File: src/ldpc_ibuf_pkg.sv
`default_nettype none

package ldpc_ibuf_pkg;

  // --------------------
  // widths
  localparam int LLR_W  = 4;                // one soft sample
  localparam int LANE_N = 4;                // samples per decoder word
  localparam int WORD_W = LLR_W * LANE_N;   // 16 bit decoder word
  localparam int ADDR_W = 6;                // word address inside one bank
  localparam int BNUM_W = 1;                // bank select, two banks
  localparam int LEN_W  = 7;                // frame length 1..64
  localparam int UTAG_W = 8;

  localparam int LANE_W  = $clog2(LANE_N);  // lane counter
  localparam int BANK_N  = 1 << BNUM_W;
  localparam int CNT_W   = BNUM_W + 1;      // fill count 0..BANK_N
  localparam int LEN_MAX = 1 << ADDR_W;     // longest legal frame, also reset value

  // --------------------
  // types
  typedef logic [LLR_W-1:0]  llr_t;
  typedef logic [WORD_W-1:0] word_t;
  typedef logic [ADDR_W-1:0] addr_t;
  typedef logic [BNUM_W-1:0] bank_t;
  typedef logic [LEN_W-1:0]  flen_t;
  typedef logic [UTAG_W-1:0] utag_t;

  // stored per bank, 15 bits
  typedef struct packed {
    utag_t utag;
    flen_t flen;   // length in force at sof
  } frame_tag_t;

  typedef struct packed {
    logic any_empty;
    logic all_empty;
    logic any_full;
    logic all_full;
  } bank_flags_t;

  typedef enum logic [1:0] {
    rd_idle,
    rd_stream,
    rd_release
  } rd_state_t;

endpackage

`default_nettype wire

File: src/ldpc_ibuf_bank_ctrl.sv
`timescale 1ns/1ps
`default_nettype none

// ping-pong bookkeeping for the two banks
module ldpc_ibuf_bank_ctrl (
  input  logic                       iwclk,
  input  logic                       arst_n,
  input  logic                       wfull,    // writer closed a bank
  input  logic                       rempty,   // reader released a bank
  output ldpc_ibuf_pkg::bank_t       wbank,
  output ldpc_ibuf_pkg::bank_t       rbank,
  output ldpc_ibuf_pkg::bank_flags_t flags
);

  import ldpc_ibuf_pkg::*;

  logic [CNT_W-1:0] fill;   // number of banks holding a complete frame

  // --------------------
  // pointers
  always_ff @(posedge iwclk or negedge arst_n) begin
    if (!arst_n) begin
      wbank <= '0;
      rbank <= '0;
    end else begin
      if (wfull) begin
        wbank <= wbank + 1'b1;  // wraps over the banks
      end
      if (rempty) begin
        rbank <= rbank + 1'b1;
      end
    end
  end

  // --------------------
  // fill count
  always_ff @(posedge iwclk or negedge arst_n) begin
    if (!arst_n) begin
      fill <= '0;
    end else begin
      case ({wfull, rempty})
        2'b10:   fill <= fill + 1'b1;
        2'b01:   fill <= fill - 1'b1;
        default: fill <= fill;        // both or none, no change
      endcase
    end
  end

  // flags straight from the count
  always_comb begin
    flags.all_empty = (fill == '0);
    flags.any_full  = (fill != '0);
    flags.all_full  = (fill == CNT_W'(BANK_N));
    flags.any_empty = !flags.all_full;   // some bank still free for the writer
  end

  // --------------------
  // writer must have been held off by in_ready, reader only frees what it owns
  a_no_overfill: assert property (@(posedge iwclk) disable iff (!arst_n)
    wfull |-> !flags.all_full);

  a_no_underrun: assert property (@(posedge iwclk) disable iff (!arst_n)
    rempty |-> !flags.all_empty);

endmodule

`default_nettype wire

File: src/ldpc_ibuf_cfg.sv
`timescale 1ns/1ps
`default_nettype none

// frame length register
module ldpc_ibuf_cfg (
  input  logic                 iwclk,
  input  logic                 arst_n,
  input  logic                 cfg_write,
  input  ldpc_ibuf_pkg::flen_t cfg_len,
  output ldpc_ibuf_pkg::flen_t frame_len,
  output logic                 cfg_err     // sticky until reset
);

  import ldpc_ibuf_pkg::*;

  logic len_ok;

  // legal range 1..LEN_MAX words
  assign len_ok = (cfg_len != '0) && (cfg_len <= flen_t'(LEN_MAX));

  always_ff @(posedge iwclk or negedge arst_n) begin
    if (!arst_n) begin
      frame_len <= flen_t'(LEN_MAX);   // full bank by default
      cfg_err   <= 1'b0;
    end else if (cfg_write) begin
      if (len_ok) begin
        frame_len <= cfg_len;
      end else begin
        cfg_err <= 1'b1;               // keep old length
      end
    end
  end

endmodule

`default_nettype wire

File: src/ldpc_ibuf_core.sv
`timescale 1ns/1ps
`default_nettype none

// two-bank buffer, LANE_N narrow write lanes, one wide read word
module ldpc_ibuf_core (
  input  logic                                iwclk,
  input  logic                                arst_n,
  // write side
  input  logic [ldpc_ibuf_pkg::LANE_N-1:0]    lane_we,   // one-hot lane strobe
  input  ldpc_ibuf_pkg::addr_t                waddr,
  input  ldpc_ibuf_pkg::llr_t                 wllr,
  input  logic                                wfull,
  input  ldpc_ibuf_pkg::frame_tag_t           wtag,
  // read side
  input  ldpc_ibuf_pkg::addr_t                raddr,
  input  logic                                rempty,
  output ldpc_ibuf_pkg::word_t                rdata,     // one cycle after raddr
  output ldpc_ibuf_pkg::frame_tag_t           rtag,
  output ldpc_ibuf_pkg::bank_flags_t          flags
);

  import ldpc_ibuf_pkg::*;

  bank_t wbank;
  bank_t rbank;

  // --------------------
  // bank pointers and flags
  ldpc_ibuf_bank_ctrl u_bank_ctrl (
    .iwclk  (iwclk),
    .arst_n (arst_n),
    .wfull  (wfull),
    .rempty (rempty),
    .wbank  (wbank),
    .rbank  (rbank),
    .flags  (flags)
  );

  // --------------------
  // lane memories
  // lane g holds sample g of every word, low lane in the low bits
  for (genvar g = 0; g < LANE_N; g++) begin : g_lane
    llr_t mem [BANK_N][2**ADDR_W];
    llr_t rd_q;   // registered read port

    always_ff @(posedge iwclk) begin
      if (lane_we[g]) begin
        mem[wbank][waddr] <= wllr;
      end
      rd_q <= mem[rbank][raddr];
    end

    assign rdata[g*LLR_W +: LLR_W] = rd_q;
  end

  // --------------------
  // tag ram
  // one entry per bank, loaded when the writer closes the frame
  frame_tag_t tram [BANK_N];

  always_ff @(posedge iwclk) begin
    if (wfull) begin
      tram[wbank] <= wtag;
    end
  end

  assign rtag = tram[rbank];   // async read, follows rbank

endmodule

`default_nettype wire

File: src/ldpc_ibuf_reader.sv
`timescale 1ns/1ps
`default_nettype none

// streams one full bank per frame, one word per cycle
module ldpc_ibuf_reader (
  input  logic                       iwclk,
  input  logic                       arst_n,
  input  ldpc_ibuf_pkg::bank_flags_t flags,
  input  ldpc_ibuf_pkg::frame_tag_t  rtag,
  input  ldpc_ibuf_pkg::word_t       rdata,
  output ldpc_ibuf_pkg::addr_t       raddr,
  output logic                       rempty,
  output logic                       out_valid,
  output logic                       out_sof,
  output logic                       out_eof,
  output ldpc_ibuf_pkg::word_t       out_data,
  output ldpc_ibuf_pkg::frame_tag_t  out_tag
);

  import ldpc_ibuf_pkg::*;

  rd_state_t state;
  addr_t     rd_addr;
  logic      streaming;
  logic      first_addr;
  logic      last_addr;

  assign streaming  = (state == rd_stream);
  assign first_addr = streaming && (rd_addr == '0);
  assign last_addr  = streaming && (flen_t'(rd_addr) + 1'b1 == rtag.flen);

  assign raddr    = rd_addr;
  assign rempty   = (state == rd_release);   // after the last address
  assign out_data = rdata;                   // ram latency matches marker delay

  // --------------------
  // fsm
  always_ff @(posedge iwclk or negedge arst_n) begin
    if (!arst_n) begin
      state   <= rd_idle;
      rd_addr <= '0;
    end else begin
      case (state)
        rd_idle: begin
          if (flags.any_full) state <= rd_stream;
        end
        rd_stream: begin
          if (last_addr) begin
            state   <= rd_release;
            rd_addr <= '0;
          end else begin
            rd_addr <= rd_addr + 1'b1;
          end
        end
        rd_release: state <= rd_idle;   // bank handed back
        default:    state <= rd_idle;
      endcase
    end
  end

  // markers one cycle behind the address
  always_ff @(posedge iwclk or negedge arst_n) begin
    if (!arst_n) begin
      out_valid <= 1'b0;
      out_sof   <= 1'b0;
      out_eof   <= 1'b0;
    end else begin
      out_valid <= streaming;
      out_sof   <= first_addr;
      out_eof   <= last_addr;
    end
  end

  always_ff @(posedge iwclk) begin
    if (streaming) out_tag <= rtag;   // held through the eof word
  end

endmodule

`default_nettype wire

File: src/ldpc_ibuf_top.sv
`timescale 1ns/1ps
`default_nettype none

// input buffer top, cfg -> writer -> core -> reader
module ldpc_ibuf_top (
  input  logic                       iwclk,
  input  logic                       arst_n,
  // configuration
  input  logic                       cfg_write,
  input  ldpc_ibuf_pkg::flen_t       cfg_len,
  // samples in
  input  logic                       in_valid,
  input  logic                       in_sof,
  input  ldpc_ibuf_pkg::llr_t        in_llr,
  input  ldpc_ibuf_pkg::utag_t       in_tag,
  output logic                       in_ready,
  // words out
  output logic                       out_valid,
  output logic                       out_sof,
  output logic                       out_eof,
  output ldpc_ibuf_pkg::word_t       out_data,
  output ldpc_ibuf_pkg::frame_tag_t  out_tag,
  // status
  output logic                       cfg_err,
  output ldpc_ibuf_pkg::bank_flags_t flags
);

  import ldpc_ibuf_pkg::*;

  flen_t             frame_len;
  logic [LANE_N-1:0] lane_we;
  addr_t             waddr;
  llr_t              wllr;
  logic              wfull;
  frame_tag_t        wtag;
  addr_t             raddr;
  logic              rempty;
  word_t             rdata;
  frame_tag_t        rtag;

  assign in_ready = !flags.all_full;   // source holds off while both banks wait

  ldpc_ibuf_cfg u_cfg (
    .iwclk     (iwclk),
    .arst_n    (arst_n),
    .cfg_write (cfg_write),
    .cfg_len   (cfg_len),
    .frame_len (frame_len),
    .cfg_err   (cfg_err)
  );

  ldpc_ibuf_writer u_writer (
    .iwclk     (iwclk),
    .arst_n    (arst_n),
    .in_valid  (in_valid),
    .in_sof    (in_sof),
    .in_llr    (in_llr),
    .in_tag    (in_tag),
    .frame_len (frame_len),
    .lane_we   (lane_we),
    .waddr     (waddr),
    .wllr      (wllr),
    .wfull     (wfull),
    .wtag      (wtag)
  );

  ldpc_ibuf_core u_core (
    .iwclk   (iwclk),
    .arst_n  (arst_n),
    .lane_we (lane_we),
    .waddr   (waddr),
    .wllr    (wllr),
    .wfull   (wfull),
    .wtag    (wtag),
    .raddr   (raddr),
    .rempty  (rempty),
    .rdata   (rdata),
    .rtag    (rtag),
    .flags   (flags)
  );

  ldpc_ibuf_reader u_reader (
    .iwclk     (iwclk),
    .arst_n    (arst_n),
    .flags     (flags),
    .rtag      (rtag),
    .rdata     (rdata),
    .raddr     (raddr),
    .rempty    (rempty),
    .out_valid (out_valid),
    .out_sof   (out_sof),
    .out_eof   (out_eof),
    .out_data  (out_data),
    .out_tag   (out_tag)
  );

endmodule

`default_nettype wire

File: src/ldpc_ibuf_writer.sv
`timescale 1ns/1ps
`default_nettype none

// sample packer writing straight into the lane rams
module ldpc_ibuf_writer (
  input  logic                             iwclk,
  input  logic                             arst_n,
  input  logic                             in_valid,
  input  logic                             in_sof,
  input  ldpc_ibuf_pkg::llr_t              in_llr,
  input  ldpc_ibuf_pkg::utag_t             in_tag,
  input  ldpc_ibuf_pkg::flen_t             frame_len,
  output logic [ldpc_ibuf_pkg::LANE_N-1:0] lane_we,
  output ldpc_ibuf_pkg::addr_t             waddr,
  output ldpc_ibuf_pkg::llr_t              wllr,
  output logic                             wfull,    // same cycle as last sample
  output ldpc_ibuf_pkg::frame_tag_t        wtag
);

  import ldpc_ibuf_pkg::*;

  logic              in_frame;   // between sof and last sample
  logic [LANE_W-1:0] lane_cnt;   // lane of the next sample
  addr_t             word_cnt;   // word of the next sample
  logic              accept;
  logic              last;
  logic [LANE_W-1:0] cur_lane;
  addr_t             cur_word;

  // samples outside a frame without sof are dropped here
  assign accept   = in_valid && (in_sof || in_frame);
  assign cur_lane = in_sof ? '0 : lane_cnt;   // sof restarts at sample 0
  assign cur_word = in_sof ? '0 : word_cnt;

  // last lane of the last word but never the sof sample
  assign last = !in_sof && (lane_cnt == LANE_W'(LANE_N - 1)) &&
                (flen_t'(word_cnt) + 1'b1 == wtag.flen);

  assign lane_we = accept ? (LANE_N'(1) << cur_lane) : '0;
  assign waddr   = cur_word;
  assign wllr    = in_llr;
  assign wfull   = accept && last;

  // --------------------
  // position counters
  always_ff @(posedge iwclk or negedge arst_n) begin
    if (!arst_n) begin
      in_frame <= 1'b0;
      lane_cnt <= '0;
      word_cnt <= '0;
    end else if (accept) begin
      if (last) begin
        in_frame <= 1'b0;
        lane_cnt <= '0;
        word_cnt <= '0;
      end else begin
        in_frame <= 1'b1;
        lane_cnt <= cur_lane + 1'b1;   // wraps after lane 3
        word_cnt <= (cur_lane == LANE_W'(LANE_N - 1)) ? cur_word + 1'b1 : cur_word;
      end
    end
  end

  // tag and length frozen at sof
  always_ff @(posedge iwclk) begin
    if (accept && in_sof) begin
      wtag.utag <= in_tag;
      wtag.flen <= frame_len;
    end
  end

  // every write after sof lands inside the words of its own frame
  a_we_in_frame: assert property (@(posedge iwclk) disable iff (!arst_n)
    ((|lane_we) && !in_sof) |-> (flen_t'(waddr) < wtag.flen));

endmodule

`default_nettype wire
File: config.mk
export PLATFORM = sky130hd
export DESIGN_NAME = ldpc_ibuf_top
export DESIGN_NICKNAME = d
export VERILOG_FILES = /design/src/ldpc_ibuf_pkg.sv /design/src/ldpc_ibuf_bank_ctrl.sv /design/src/ldpc_ibuf_cfg.sv /design/src/ldpc_ibuf_core.sv /design/src/ldpc_ibuf_reader.sv /design/src/ldpc_ibuf_top.sv /design/src/ldpc_ibuf_writer.sv
export SDC_FILE = /design/constraint.sdc
export NUM_CORES = 2
export LEC_CHECK = 0
export BUFFER_PORTS_ARGS = -buffer_cell sky130_fd_sc_hd__buf_2
export CORE_ASPECT_RATIO = 1.75
export CORE_MARGIN = 8
export CORE_UTILIZATION = 25
export DETAILED_ROUTE_END_ITERATION = 10
export PLACE_DENSITY_LB_ADDON = 0.2
export SYNTH_ARGS = -nofsm -noshare
export SYNTH_HDL_FRONTEND = slang
export SYNTH_SLANG_ARGS = --single-unit
File: constraint.sdc
create_clock -name iwclk -period 5.59 [get_ports iwclk]
set_clock_uncertainty 0.05 [all_clocks]
set_input_delay 1.118 -clock iwclk [delete_from_list [all_inputs] [get_ports iwclk]]
set_output_delay 1.118 -clock iwclk [all_outputs]
set_load 0.1 [all_outputs]
==> flow_metrics.py <==
metrics = {
    "sta": {
        "grt_setup_unrepaired": "false",
        "final.setup.worst_slack_ns": 1.303,
        "timing.slew.headroom_pct": 13.69,
        "final_max_slew_viol_count": 0,
        "final.min_clock_period_ns": 4.287,
        "finalCritPeriodShare_pct": 76.68,
        "timing.fmax_mhz": 233.3,
        "finalSetupViolations": 0,
        "final.setup.tns_ns": 0,
        "report.final.hold_viol_count": 0,
        "timing_worst_slew_pin_value_ns": 1.286,
    },
    "route": {
        "met3_wire_length_um": 7896,
        "wl_um": 274000,
        "dr_wl_met2_um": 155500,
        "wire_per_inst_um": 28.58,
        "detail_route.first_pass.iterations": 7,
        "number_of_antenna_violating_nets_in_the_routed_design": 0,
        "route.detailed.drc": 0,
        "drt_iter0_markers": 3290,
        "detail_route.vias_per_cell": 4.547,
        "detailroute.via_count": 43590,
        "top_layer": "met5",
        "m1WireLength_um": 101200,
    },
    "critical_path": {
        "worst-path-max-fanout": 37,
        "critical_path.endpoint_type": "register",
        "worst_ep_arrival_time_ns": 4.94,
        "r2r.worst_path.cells": 7,
        "crit_path_top_delay_cell": "dfrtp_4",
        "reg2reg_from": "u_core.u_bank_ctrl.rbank$_DFFE_PN0P_",
        "critical_path.cell_chain": "and2_2 > buf_4 > a21oi_1 > a311oi_1 > a211oi_1 > buf_4 > a2bb2oi_1",
        "timing.critical_path.slowest_cell_delay_ns": 1.15,
        "timing.critical_path.from": "u_core.u_bank_ctrl.rbank$_DFFE_PN0P_",
        "start_kind": "register",
        "critical_path.endpoint": "u_core.g_lane[3].rd_q[1]$_DFF_P_",
        "reg2reg_to": "u_core.g_lane[3].rd_q[1]$_DFF_P_",
        "crit_path_frequent_cell": "buf_4",
        "criticalPathCategory": "register to register",
        "timing.critical_path.required_ns": 6.24,
        "rrSetupSlack_ns": 1.30,
    },
    "placed_design": {
        "hpwl_um": 182500,
        "post_dp_cell_area_um2": 92110,
        "io_buffer_count": 63,
        "placed_instances": 9231,
        "finalWeightedCongestion": 0.7852,
        "place_ws_ns": 1.275,
    },
    "clock_network": {
        "cts_made_buffers": 201,
        "htreeDepth": 4,
        "path_clk_slew_ns": 0.07,
        "cts_sinks": 2156,
        "clock_insertion_delay_worst_skew_ns": 0.89,
        "clk_root_buffer_cell": "clkbuf_16",
        "max-clock-path-buffers": 4,
        "cts_hold_buf": 0,
        "number_of_instances_resized_during_post_cts_repair": 0,
        "tritoncts": "built",
        "postCtsSetupBuffers": 0,
    },
    "global_route": {
        "largest_net_degree_at_the_start_of_global_routing": 146,
        "antenna_violations_before_repair": 6,
        "globalRouteTotalUtil_pct": 14.65,
        "grt_pass1_vias": 47270,
        "grt_pass1_wl_um": 380900,
        "overflow": 0,
    },
    "power": {
        "leakage_power_uw": 0.02927,
        "totalPowerFinal_uw": 44340,
        "power.density_cell_area_nw_per_um2": 450.5,
        "worst_ir_drop_vdd_mv": 0.4015,
    },
    "synth": {
        "netlist_instances": 4690,
        "synthesis.nets": 4723,
        "post_synth_num_cell_types": 70,
        "synthFlopType": "edfxtp_1",
        "avgSynthCellArea_um2": 18.30,
        "post_synth_instance_area_um2": 85840,
        "total_of_warnings_raised_by_yosys": 0,
        "leading_area_contributor_after_synthesis": "edfxtp_1",
        "yosysTopAreaCellShare_pct": 73.74,
        "synth_top_cells_by_area": "edfxtp_1 (74%), mux4_2 (8.5%), mux2i_1 (5.4%)",
        "edff_count_synth": 2108,
        "synth_seq_cells": 2156,
        "async_flop_share_pct": 1.484,
        "seq_area_frac_synth_pct": 75.05,
    },
    "floorplanning": {
        "ios": 64,
        "die_w_um": 458.9,
        "overall_die_area_um2": 363100,
        "placement_rows": 284,
        "initial_standard_cell_utilization_of_the_core_pct": 25.11,
        "core_um2": 341800,
        "dieHeight_um": 791.2,
    },
    "run_status": {
        "status": "finished clean",
    },
    "layout": {
        "net_count_of_the_finished_layout": 4891,
        "final_cell_count_no_fill": 9586,
        "flow.area_growth_from_synthesis_pct": 14.68,
        "finish.instance_area_um2": 98440,
        "final_layout_size_suffix_gt1_share_pct": 19.05,
    },
    "worst_hold_path": {
        "worst_hold_path_type": "primary input to async pin",
    },
    "flow_run": {
        "max_cap_violations": 0,
    },
}
-- through the flow --
step	utilization, %	hold slack (ns)
finish	28.80	0.2763
global route	28.80	0.3133
CTS	28.79	0.2504
detailed placement	26.95	0.3806
global placement	26.94	0.3728
floorplan	-	0.3599
-- cell usage after synthesis (all sizes together) (22+ instances only) --
cell type	count
mux2i	468
dfrtp	31
mux2	31
clkbuf	120
buf	165
mux4	324
nand2	232
a22oi	151
a21oi	53
edfxtp	2108
nor2	557
a31oi	42
o21ai	60
a211oi	34
nor3	22
nand3	59
-- sequential cells by signal, summed over array words and instances, names as in the netlist, 2 cells and up --
register	flops
u_writer.wtag	15
u_reader.state	2
u_writer.lane_cnt	2
u_reader.out_tag	15
u_writer.word_cnt	6
u_cfg.frame_len	7
u_reader.raddr	6
u_core.g_lane.rd_q	16
u_core.u_bank_ctrl.fill	2
u_core.g_lane.mem	2048
u_core.tram	30
-- kinds of logic (layout without fill, tap and decap cells) --
family	after synthesis	count (layout)	share of synthesized area, %
adders and majority gates	9	9	0.1312
and+or+nand+nor	942	942	4.487
buffers and inverters	302	620	2.198
DFF	2156	2156	75.05
AOI/OAI and AO/OA	433	433	3.497
muxes	823	823	14.38
xor gates and xnor gates	25	25	0.2551
other	0	2	0
-- where the power goes --
part           leakage [uW]  internal [uW]  switching [uW]
combinational       0.00671           4140            8070
clock               0.00308           7520            6210
sequential           0.0195          17900             486
total                0.0293          29600           14800
-- worst max-delay path: cells and delay by family (launching register included) --
kind | cells | cell delay, ns
DFF | 1 | 1.15
and+or+nand+nor | 1 | 0.80
AOI/OAI and AO/OA | 4 | 1.46
buffers and inverters | 2 | 0.60
-- per-layer routing --
metal | global-route usage, % | vias up
met1 | 16.11 | 23410
met4 | 4.743 | 2
met5 | 0 | -
met3 | 1.388 | 342
li1 | - | 18920
met2 | 29.14 | 918
-- cell usage in the layout, fill, tap and decap left out, drive strengths merged, types with 34 or more instances in the layout --
cell	instances
buf	250
a31oi	42
mux4	324
clkbuf	242
a21oi	53
o21ai	60
nand3	59
a211oi	34
a22oi	151
nor2	557
nand2	232
edfxtp	2108
mux2i	468
clkinv	71
-- how the worst min path moves through the flow --
stage	depth (start not counted)	endpoint	slack [ns]
2_1_floorplan	1	u_reader.state[0]$_DFFE_PN0P_	0.36
3_3_place_gp	0	u_core.tram[1][13]$_DFFE_PP_	0.37
3_5_place_dp	0	u_core.tram[0][13]$_DFFE_PP_	0.38
4_1_cts	1	u_writer.word_cnt[1]$_DFFE_PN0P_	0.25
5_1_grt	1	u_reader.raddr[0]$_DFFE_PN0P_	0.31
6_report	1	u_reader.out_valid$_DFF_PN0_	0.28
-- layout make-up --
| type | instances | area [um^2] |
|---|---|---|
| tap | 4576 | 5725 |
| fill | 34020 | 243400 |
| sequential | 2156 | 64440 |
| clock inverter | 111 | 1087 |
| timing repair buffer | 250 | 2135 |
| antenna | 2 | 5.005 |
| clock buffer | 242 | 5236 |
| inverter | 17 | 66.31 |
| multi-input combinational | 2232 | 19740 |
Power figures use the tool's default switching activity.
